==> config.mk <==
export PLATFORM = sky130hd
export DESIGN_NAME = tcdm_ecc_enc
export DESIGN_NICKNAME = d
export VERILOG_FILES = /design/src/rtl/tcdm_ecc_pkg.sv /design/src/rtl/hsiao_dec.sv /design/src/rtl/hsiao_enc.sv /design/src/rtl/tcdm_ecc_enc.sv
export VERILOG_INCLUDE_DIRS = /design/src /design/src/rtl
export SDC_FILE = /design/constraint.sdc
export NUM_CORES = 1
export LEC_CHECK = 0
export BUFFER_PORTS_ARGS = -buffer_cell sky130_fd_sc_hd__buf_2
export CORE_AREA = 2 2 139 141
export DETAILED_ROUTE_END_ITERATION = 16
export DIE_AREA = 0 0 141 143
export SLEW_MARGIN = 15
export SYNTH_ARGS = -nofsm -noshare
export SYNTH_HDL_FRONTEND = slang
export SYNTH_SLANG_ARGS = --single-unit
==> constraint.sdc <==
create_clock -name vclk -period 4.2
set_input_delay 0.42 -clock vclk [all_inputs]
set_output_delay 0.42 -clock vclk [all_outputs]
set_load 0.005 [all_outputs]
==> src/rtl/tcdm_ecc_consts.svh <==
`ifndef TCDM_ECC_CONSTS_SVH
`define TCDM_ECC_CONSTS_SVH

// data path
`define TCDM_DW        64
`define TCDM_CHUNK     32
`define TCDM_NCHUNK    (`TCDM_DW / `TCDM_CHUNK)
`define TCDM_BW        8

// addressing and user tag
`define TCDM_AW        8
`define TCDM_DEPTH     (1 << `TCDM_AW)
`define TCDM_UW        4

// check bit widths, log2(n)+2 per protected field
`define TCDM_EW_DW     7
`define TCDM_RQMETAW   (`TCDM_AW + 1 + `TCDM_BW + `TCDM_UW)
`define TCDM_EW_RQMETA 7
`define TCDM_EW_RSMETA 4

`endif

==> src/rtl/tcdm_ecc_pkg.sv <==
`default_nettype none

`include "tcdm_ecc_consts.svh"

package tcdm_ecc_pkg;

  typedef struct packed {
    logic                req;
    logic [`TCDM_AW-1:0] add;
    // high for a read
    logic                wen;
    logic [`TCDM_DW-1:0] data;
    logic [`TCDM_BW-1:0] be;
    logic [`TCDM_UW-1:0] user;
  } tcdm_req_t;

  typedef struct packed {
    logic                gnt;
    logic                r_valid;
    logic [`TCDM_DW-1:0] r_data;
    logic [`TCDM_UW-1:0] r_user;
    logic                r_opc;
  } tcdm_rsp_t;

  typedef struct packed {
    tcdm_req_t                                     base;
    logic [`TCDM_NCHUNK-1:0][`TCDM_EW_DW-1:0]      data_ecc;
    logic [`TCDM_EW_RQMETA-1:0]                    meta_ecc;
  } tcdm_ecc_req_t;

  typedef struct packed {
    logic                                      gnt;
    logic                                      r_valid;
    logic [`TCDM_DW-1:0]                       r_data;
    logic [`TCDM_UW-1:0]                       r_user;
    logic                                      r_opc;
    logic [`TCDM_NCHUNK-1:0][`TCDM_EW_DW-1:0]  r_ecc_data;
    logic [`TCDM_EW_RSMETA-1:0]                r_ecc_user;
  } tcdm_ecc_rsp_t;

  typedef struct packed {
    logic [`TCDM_NCHUNK-1:0] data_single;
    logic [`TCDM_NCHUNK-1:0] data_multi;
    logic                    meta_single;
    logic                    meta_multi;
  } ecc_err_t;

  typedef struct packed {
    logic                                               mem_en;
    logic [`TCDM_AW-1:0]                                mem_addr;
    // stored codeword is {chunk check bits, data}
    logic [`TCDM_DW+`TCDM_NCHUNK*`TCDM_EW_DW-1:0]       mem_mask;
    logic [`TCDM_RQMETAW-1:0]                           link_mask;
  } fault_t;

  // idx-th odd-weight column of weight >= 3, in increasing order
  function automatic int unsigned hsiao_column(input int unsigned prot_w,
                                               input int unsigned idx);
    int unsigned found;
    int unsigned weight;
    found = 0;
    for (int unsigned v = 1; v < (1 << prot_w); v++) begin
      weight = 0;
      for (int unsigned b = 0; b < prot_w; b++) begin
        weight = weight + ((v >> b) & 1);
      end
      if (weight >= 3 && weight[0]) begin
        if (found == idx) begin
          return v;
        end
        found = found + 1;
      end
    end
    return 0;
  endfunction

endpackage

`default_nettype wire

==> src/rtl/hsiao_dec.sv <==
`timescale 1ns/10ps
`default_nettype none

module hsiao_dec
  import tcdm_ecc_pkg::*;
#(
  parameter int unsigned DataWidth = 32,
  parameter int unsigned ProtWidth = 7
) (
  // only samples the assertion
  input  logic                 clk_i,
  input  logic [DataWidth-1:0] data_i,
  input  logic [ProtWidth-1:0] ecc_i,
  output logic [DataWidth-1:0] data_o,
  output logic                 single_err_o,
  output logic                 multi_err_o
);

  logic [DataWidth-1:0][ProtWidth-1:0] col;
  logic [ProtWidth-1:0]                ecc_calc;
  logic [ProtWidth-1:0]                syndrome;
  logic [DataWidth-1:0]                hit;
  logic                                check_err;

  for (genvar i = 0; i < DataWidth; i++) begin : gen_col
    assign col[i] = ProtWidth'(hsiao_column(ProtWidth, i));
  end

  // recompute check bits from the received data
  always_comb begin
    ecc_calc = '0;
    for (int unsigned i = 0; i < DataWidth; i++) begin
      if (data_i[i]) begin
        ecc_calc = ecc_calc ^ col[i];
      end
    end
  end

  assign syndrome = ecc_calc ^ ecc_i;

  // a syndrome matching a data column points at the flipped bit
  always_comb begin
    hit = '0;
    for (int unsigned i = 0; i < DataWidth; i++) begin
      hit[i] = (syndrome == col[i]);
    end
  end

  // a weight-one syndrome means a flipped check bit
  assign check_err = (syndrome != '0) && ((syndrome & (syndrome - 1'b1)) == '0);

  assign data_o       = data_i ^ hit;
  assign single_err_o = (|hit) || check_err;
  assign multi_err_o  = (syndrome != '0) && !single_err_o;

  // duplicate or zero columns would correct the wrong bit
  a_hit_unique : assert property (@(posedge clk_i)
    (|hit) |-> ($onehot(hit) && (syndrome != '0)));

endmodule

`default_nettype wire

==> src/rtl/hsiao_enc.sv <==
`timescale 1ns/10ps
`default_nettype none

module hsiao_enc
  import tcdm_ecc_pkg::*;
#(
  parameter int unsigned DataWidth = 32,
  parameter int unsigned ProtWidth = 7
) (
  input  logic [DataWidth-1:0] data_i,
  output logic [ProtWidth-1:0] ecc_o
);

  // parity-check columns, fixed at elaboration
  logic [DataWidth-1:0][ProtWidth-1:0] col;

  for (genvar i = 0; i < DataWidth; i++) begin : gen_col
    assign col[i] = ProtWidth'(hsiao_column(ProtWidth, i));
  end

  // each set data bit contributes its column to the check bits
  always_comb begin
    ecc_o = '0;
    for (int unsigned i = 0; i < DataWidth; i++) begin
      if (data_i[i]) begin
        ecc_o = ecc_o ^ col[i];
      end
    end
  end

endmodule

`default_nettype wire

==> src/rtl/tcdm_ecc_enc.sv <==
`timescale 1ns/10ps
`default_nettype none

`include "tcdm_ecc_consts.svh"

module tcdm_ecc_enc
  import tcdm_ecc_pkg::*;
(
  input  logic          clk_i,
  input  logic          arst_n_i,
  input  tcdm_req_t     core_req_i,
  output tcdm_rsp_t     core_rsp_o,
  output tcdm_ecc_req_t link_req_o,
  input  tcdm_ecc_rsp_t link_rsp_i,
  output ecc_err_t      err_o
);

  localparam int unsigned NCh   = `TCDM_NCHUNK;
  localparam int unsigned Chunk = `TCDM_CHUNK;

  logic [`TCDM_RQMETAW-1:0]           meta;
  logic [NCh-1:0][`TCDM_EW_DW-1:0]    data_ecc;
  logic [`TCDM_EW_RQMETA-1:0]         meta_ecc;
  logic [NCh-1:0][Chunk-1:0]          r_data_dec;
  logic [NCh-1:0]                     r_data_single;
  logic [NCh-1:0]                     r_data_multi;
  logic [`TCDM_UW-1:0]                r_user_dec;
  logic                               r_user_single;
  logic                               r_user_multi;

  // request side
  assign meta = {core_req_i.add, core_req_i.wen, core_req_i.be, core_req_i.user};

  for (genvar ii = 0; ii < NCh; ii++) begin : gen_data_enc
    hsiao_enc #(
      .DataWidth ( Chunk       ),
      .ProtWidth ( `TCDM_EW_DW )
    ) i_data_enc (
      .data_i ( core_req_i.data[ii*Chunk +: Chunk] ),
      .ecc_o  ( data_ecc[ii]                       )
    );
  end

  hsiao_enc #(
    .DataWidth ( `TCDM_RQMETAW   ),
    .ProtWidth ( `TCDM_EW_RQMETA )
  ) i_meta_enc (
    .data_i ( meta     ),
    .ecc_o  ( meta_ecc )
  );

  assign link_req_o = '{base: core_req_i, data_ecc: data_ecc, meta_ecc: meta_ecc};

  // response side
  for (genvar ii = 0; ii < NCh; ii++) begin : gen_data_dec
    hsiao_dec #(
      .DataWidth ( Chunk       ),
      .ProtWidth ( `TCDM_EW_DW )
    ) i_data_dec (
      .clk_i        ( clk_i                                 ),
      .data_i       ( link_rsp_i.r_data[ii*Chunk +: Chunk]  ),
      .ecc_i        ( link_rsp_i.r_ecc_data[ii]             ),
      .data_o       ( r_data_dec[ii]                        ),
      .single_err_o ( r_data_single[ii]                     ),
      .multi_err_o  ( r_data_multi[ii]                      )
    );
  end

  hsiao_dec #(
    .DataWidth ( `TCDM_UW        ),
    .ProtWidth ( `TCDM_EW_RSMETA )
  ) i_user_dec (
    .clk_i        ( clk_i                 ),
    .data_i       ( link_rsp_i.r_user     ),
    .ecc_i        ( link_rsp_i.r_ecc_user ),
    .data_o       ( r_user_dec            ),
    .single_err_o ( r_user_single         ),
    .multi_err_o  ( r_user_multi          )
  );

  assign core_rsp_o = '{gnt:     link_rsp_i.gnt,
                        r_valid: link_rsp_i.r_valid,
                        r_data:  r_data_dec,
                        r_user:  r_user_dec,
                        r_opc:   link_rsp_i.r_opc};

  // flags only mean something alongside a valid response
  assign err_o.data_single = link_rsp_i.r_valid ? r_data_single : '0;
  assign err_o.data_multi  = link_rsp_i.r_valid ? r_data_multi  : '0;
  assign err_o.meta_single = link_rsp_i.r_valid && r_user_single;
  assign err_o.meta_multi  = link_rsp_i.r_valid && r_user_multi;

  // a dropped access comes back as a clean all-zero codeword
  a_drop_clean : assert property (@(posedge clk_i) disable iff (!arst_n_i)
    (link_rsp_i.r_valid && link_rsp_i.r_opc) |-> (err_o == '0));

endmodule

`default_nettype wire

* Word level (Yosys, flattened, before mapping)
Cells that the tools add are included.
** Cells by class
- Add/sub/neg operators :: 3
- $mul :: 0
- Div/mod/pow operators :: 0
- Order comparisons :: 0
- Equal/unequal tests :: 68
- Shift-type cells :: 0
- Multiplexer cells :: 155
- Bitwise gates (word level) :: 156
- Reduce and logical (&&, ||, !) cells :: 23
** Operator list (count)
- $mux W6 :: 70
- $not A3 Y3 :: 121
- $eq A7 B6 Y1 const B :: 30
- $mux W5 :: 35
- $mux W7 :: 24
- $not A5 Y5 :: 26
- $eq A7 B5 Y1 const B :: 14
- $eq A7 B7 Y1 const B :: 12
- $mux W4 :: 18
- $reduce_or A32 Y1 :: 2
- $xor A32 B32 Y32 :: 2
- $eq A7 B4 Y1 const B :: 6
- $mux W3 :: 6
- $and A7 B7 Y7 :: 2
- $eq A7 B3 Y1 const B :: 2
- $logic_not A7 Y1 :: 2
- $reduce_bool A7 Y1 :: 2
- $sub A7 B1 Y7 const B :: 2
- $xor A7 B7 Y7 :: 2
- $eq A4 B4 Y1 const B :: 3
- $logic_and A1 B1 Y1 :: 8
- $xor A4 B4 Y4 :: 2
- $and A4 B4 Y4 :: 1
- $eq A4 B3 Y1 const B :: 1
- other kinds (7) :: 12
** Word-level totals
- Bits in registers :: 0
- Latch bits :: 0
- Bits in writable memories :: 0
- Bits in read-only memories :: 0
- Output and inout bits :: 184
- Memories :: 0

* Logic depth before layout (Yosys ltp)
- Depth in word-level cells :: 72
- Mapped depth :: 11
- Mapped depth without buffers :: 9

* Hierarchy
From an unflattened synthesis, not the netlist that was laid out.
** Second synthesis, totals
- Cells, all modules :: 739
- Area, all modules :: 6515.0 sq um
** By module, submodules not included
- hsiao_dec (gen_data_dec[1].i_data_dec) :: times used 1, cells an instance 206, area each 1874.3 sq um, seq. area each 0.0 sq um
- hsiao_dec (gen_data_dec[0].i_data_dec) :: times used 1, cells an instance 210, area each 1716.6 sq um, seq. area each 0.0 sq um
- hsiao_enc (gen_data_enc[0].i_data_enc ...) :: times used 2, cells an instance 60, area each 624.3 sq um, seq. area each 0.0 sq um
- tcdm_ecc_enc :: times used 1, cells an instance 95, area each 705.7 sq um, seq. area each 0.0 sq um
- hsiao_dec (i_user_dec) :: times used 1, cells an instance 72, area each 529.3 sq um, seq. area each 0.0 sq um
- hsiao_enc (i_meta_enc) :: times used 1, cells an instance 36, area each 440.4 sq um, seq. area each 0.0 sq um

* Least setup slack after synthesis
OpenSTA, ideal clock, no wires.
- Path type :: input to output
- Start :: input link_rsp_i[37] in the netlist's numbering
- End :: output err_o[2] in the netlist's numbering
- Arrival time :: 2855 ps
- Data required time :: 3780 ps
- Path slack :: 925 ps
- Stages :: 9
- Buffers on the path :: 1
- Cells stage by stage :: clkbuf_1 xnor2_1 xnor3_1 xnor2_1 nor3_1 a21oi_1 nor2_1 o311ai_0 and4_1
** RTL lines
- start: declaration :: line tcdm_ecc_enc.sv:14 : input tcdm_ecc_rsp_t link_rsp_i,
- end: declaration :: line tcdm_ecc_enc.sv:15 : output ecc_err_t err_o

==> results.cfg <==
[status]
result_of_the_run = finished clean

[logic_synthesis]
postSynthCellCount = 727
synth.net_count = 904
yosysWarningCount = 0
yosysSeqAreaShare_pct = 0
synth.avg_cell_area_um2 = 8.11
synth_area_mm2 = 0.00590
ys_types = 49

[placed_design]
place_hpwl_um = 16400
preCtsSetupSlack_ns = 0.315
routabilityCongestion = 0.915
port_buffers = 352
dp_cells = 1235
detailed_place.area_mm2 = 0.00740

[drt]
detail_route.first_pass.iterations = 5
wl_met3_um = 1430
post_drt_via_cell_ratio = 4.69
route.top_layer_used = met5
ant_nets = 0
initialDrtViolationCount = 296
detail_route.wirelength.met1_um = 7670
overall_via_count_from_detail_route = 5795
routed_wire_length_per_instance_um = 15.0
drt_drc_violations_left = 0
route.met2.wl_um = 9050
drt-total-wl_um = 18500

[sta]
worst_pin_slew_ns = 0.782
maxSlewViolCount = 0
final.hold.worst_slack_ns = 0.840
post-route-min-period_ns = 3.94
finalWorstSetupSlack_ns = 0.263
rsz0062_at_grt = false
setup_viol = 0
finalSetupTns_ns = 0
finalCritPeriodShare_pct = 93.7
hold_viol_final = 0
max_slew_margin_pct = 47.5
max_clock_freq_mhz = 254

[floorplanning]
dieHeight_um = 143
initial_utilization_pct = 31.8
core_area_mm2 = 0.0186
dieWidth_um = 141
fp-row-count = 50
ports_placed_on_the_boundary = 361
floorplan.die_area_mm2 = 0.0202

[global_routing]
grt_start_max_net_pins = 17
vias_in_the_first_global_route = 5419
grt.overflow.total = 0
grt_util_all_layers_pct = 16.8
grt_pass1_wl_um = 27900
grt_antenna_before_repair = 4

[critical_path]
critPathBufInv = 2
cp.arrival_ns = 3.52
crit_required_ns = 3.78
crit_path_max_fanout = 10
path_class = primary input to primary output
worst_path_max_delay_cell = sky130_fd_sc_hd__xnor2_2
critPathMaxStageDelay_ns = 0.49
crit_path_cells = buf_2 > xnor2_1 > xnor3_1 > xnor3_2 > xnor2_2 > nor2_1 > and3_1 > a211oi_1 > and4_1 > a21oi_1 > buf_2
crit_end = err_o[5]
critPathCaptureType = primary output
critical_path_launch_point = link_rsp_i[60]
cpLargestDelayFamily = XOR/XNOR gates
cp_startpoint_kind = primary input
critical_path.most_common_cell = sky130_fd_sc_hd__buf_2
worstSetupPathDepth = 11

[power]
power_density_mw_per_mm2 = 508
power_switching_share_pct = 55.5
power.internal_w = 0.00167
vdd_ir_drop_max_uv = 245
p_comb_share_pct = 100.0
switching_power_w = 0.00209
power_frac_clock_pct = 0
share_seq_of_total_power_pct = 0
cellLeakagePower_nw = 3.33

[clock_tree]
post-cts-setup-buffers = 0
ctsResizeCount = 0
holdBufCountCts = 0

[finish]
numSequentialCells = 0
multiInputGateArea_mm2 = 0.00516
num-nets-final = 1180
ff_latch_area_um2 = 0
nFillCells = 1918
final-instance-count-excl-fill = 1236
synthToLayoutAreaGrowth_pct = 25.5
final.clkbuf_count = 0
finish.instance_area_mm2 = 0.00740
drive_above_1_share_pct = 38.8

[worst_hold_path]
class_of_the_tightest_hold_or_removal_check = primary input to primary output

[run]
maxCapViolCount = 0
==> layout by cell type, fill, tap and decap left out, drive strengths merged, types with 3 or more instances in the layout <==
master and n:
buf 376, o21ai 8, xnor3 30, a31oi 7, nand3 37, nor4 8
and2 11, o31ai 3, inv 3, and4 3, xnor2 293, nand2 36
xor2 69, and3 4, nand2b 3, nand4 6, a21oi 17, nor2 39
nor3 17
==> how the worst min path moves through the flow <==
stage                         startpoint         endpoint  slack, ns  cells past startpoint
after floorplan           link_rsp_i[47]   core_rsp_o[29]       0.90                      1
after global placement    core_req_i[85]  link_req_o[106]       0.84                      0
after detailed placement  core_req_i[85]  link_req_o[106]       0.84                      0
after CTS                 core_req_i[85]  link_req_o[106]       0.84                      0
after global routing      link_rsp_i[18]    core_rsp_o[0]       0.84                      0
final                     link_rsp_i[18]    core_rsp_o[0]       0.84                      0
==> synthesized netlist by cell type (3+ instances only) <==
library cell | count | area [um2]
sky130_fd_sc_hd__xnor2_1 | 288 | 2520
sky130_fd_sc_hd__buf_4 | 90 | 676
sky130_fd_sc_hd__xor2_1 | 67 | 587
sky130_fd_sc_hd__nor2_1 | 39 | 146
sky130_fd_sc_hd__nand3_1 | 37 | 185
sky130_fd_sc_hd__nand2_1 | 36 | 135
sky130_fd_sc_hd__xnor3_1 | 29 | 653
sky130_fd_sc_hd__a21oi_1 | 17 | 85.1
sky130_fd_sc_hd__nor3_1 | 16 | 80.1
sky130_fd_sc_hd__and2_1 | 11 | 68.8
sky130_fd_sc_hd__clkbuf_1 | 8 | 30.0
sky130_fd_sc_hd__nor4_1 | 8 | 50.1
sky130_fd_sc_hd__o21ai_0 | 8 | 40.0
sky130_fd_sc_hd__a31oi_1 | 7 | 43.8
sky130_fd_sc_hd__nand4_1 | 6 | 37.5
sky130_fd_sc_hd__xnor2_2 | 5 | 81.3
sky130_fd_sc_hd__and3_1 | 4 | 25.0
sky130_fd_sc_hd__and4_1 | 3 | 26.3
sky130_fd_sc_hd__buf_2 | 3 | 15.0
sky130_fd_sc_hd__inv_1 | 3 | 11.3
sky130_fd_sc_hd__nand2b_1 | 3 | 18.8
sky130_fd_sc_hd__o31ai_1 | 3 | 22.5
==> per-layer routing <==
layer | GRT usage [%] | up-vias
met5 | 0 | -
li1 | - | 2858
met1 | 21.7 | 2614
met2 | 30.1 | 297
met3 | 2.28 | 22
met4 | 3.32 | 4
==> cell families after synthesis <==
kind of cell	synth area share, %
AO/OA/AOI/OAI	5.83
other	0.0636
multiplexers	0.530
AND/OR/NAND/NOR	14.1
XOR/XNOR	66.9
buffers and inverters	12.6
==> cell type report <==
cell class,instances,area share (%)
Inverter,3,0.152
Multi-Input combinational cell,622,69.6
Tap cell,234,3.95
Antenna cell,1,0.0338
Timing Repair Buffer,376,26.2
==> metrics by stage <==
| stage | total power [W] | util [%] |
|---|---|---|
| after global routing | 0.00409 | 39.8 |
| after floorplan | 0.00255 | - |
| after detailed placement | 0.00372 | 39.8 |
| after global placement | 0.00371 | 39.8 |
| after CTS | 0.00374 | 39.8 |
| final | 0.00376 | 39.9 |
==> power by group through the flow <==
stage                     Sequential, W  Combinational [W]        Clock [W]
after floorplan                       0            0.00255                0
after global placement                0            0.00371                0
after detailed placement              0            0.00372                0
after CTS                             0            0.00374                0
after global routing                  0            0.00409                0
final                                 0            0.00376  0.0000000000318
(Power assumes the default switching activity.)
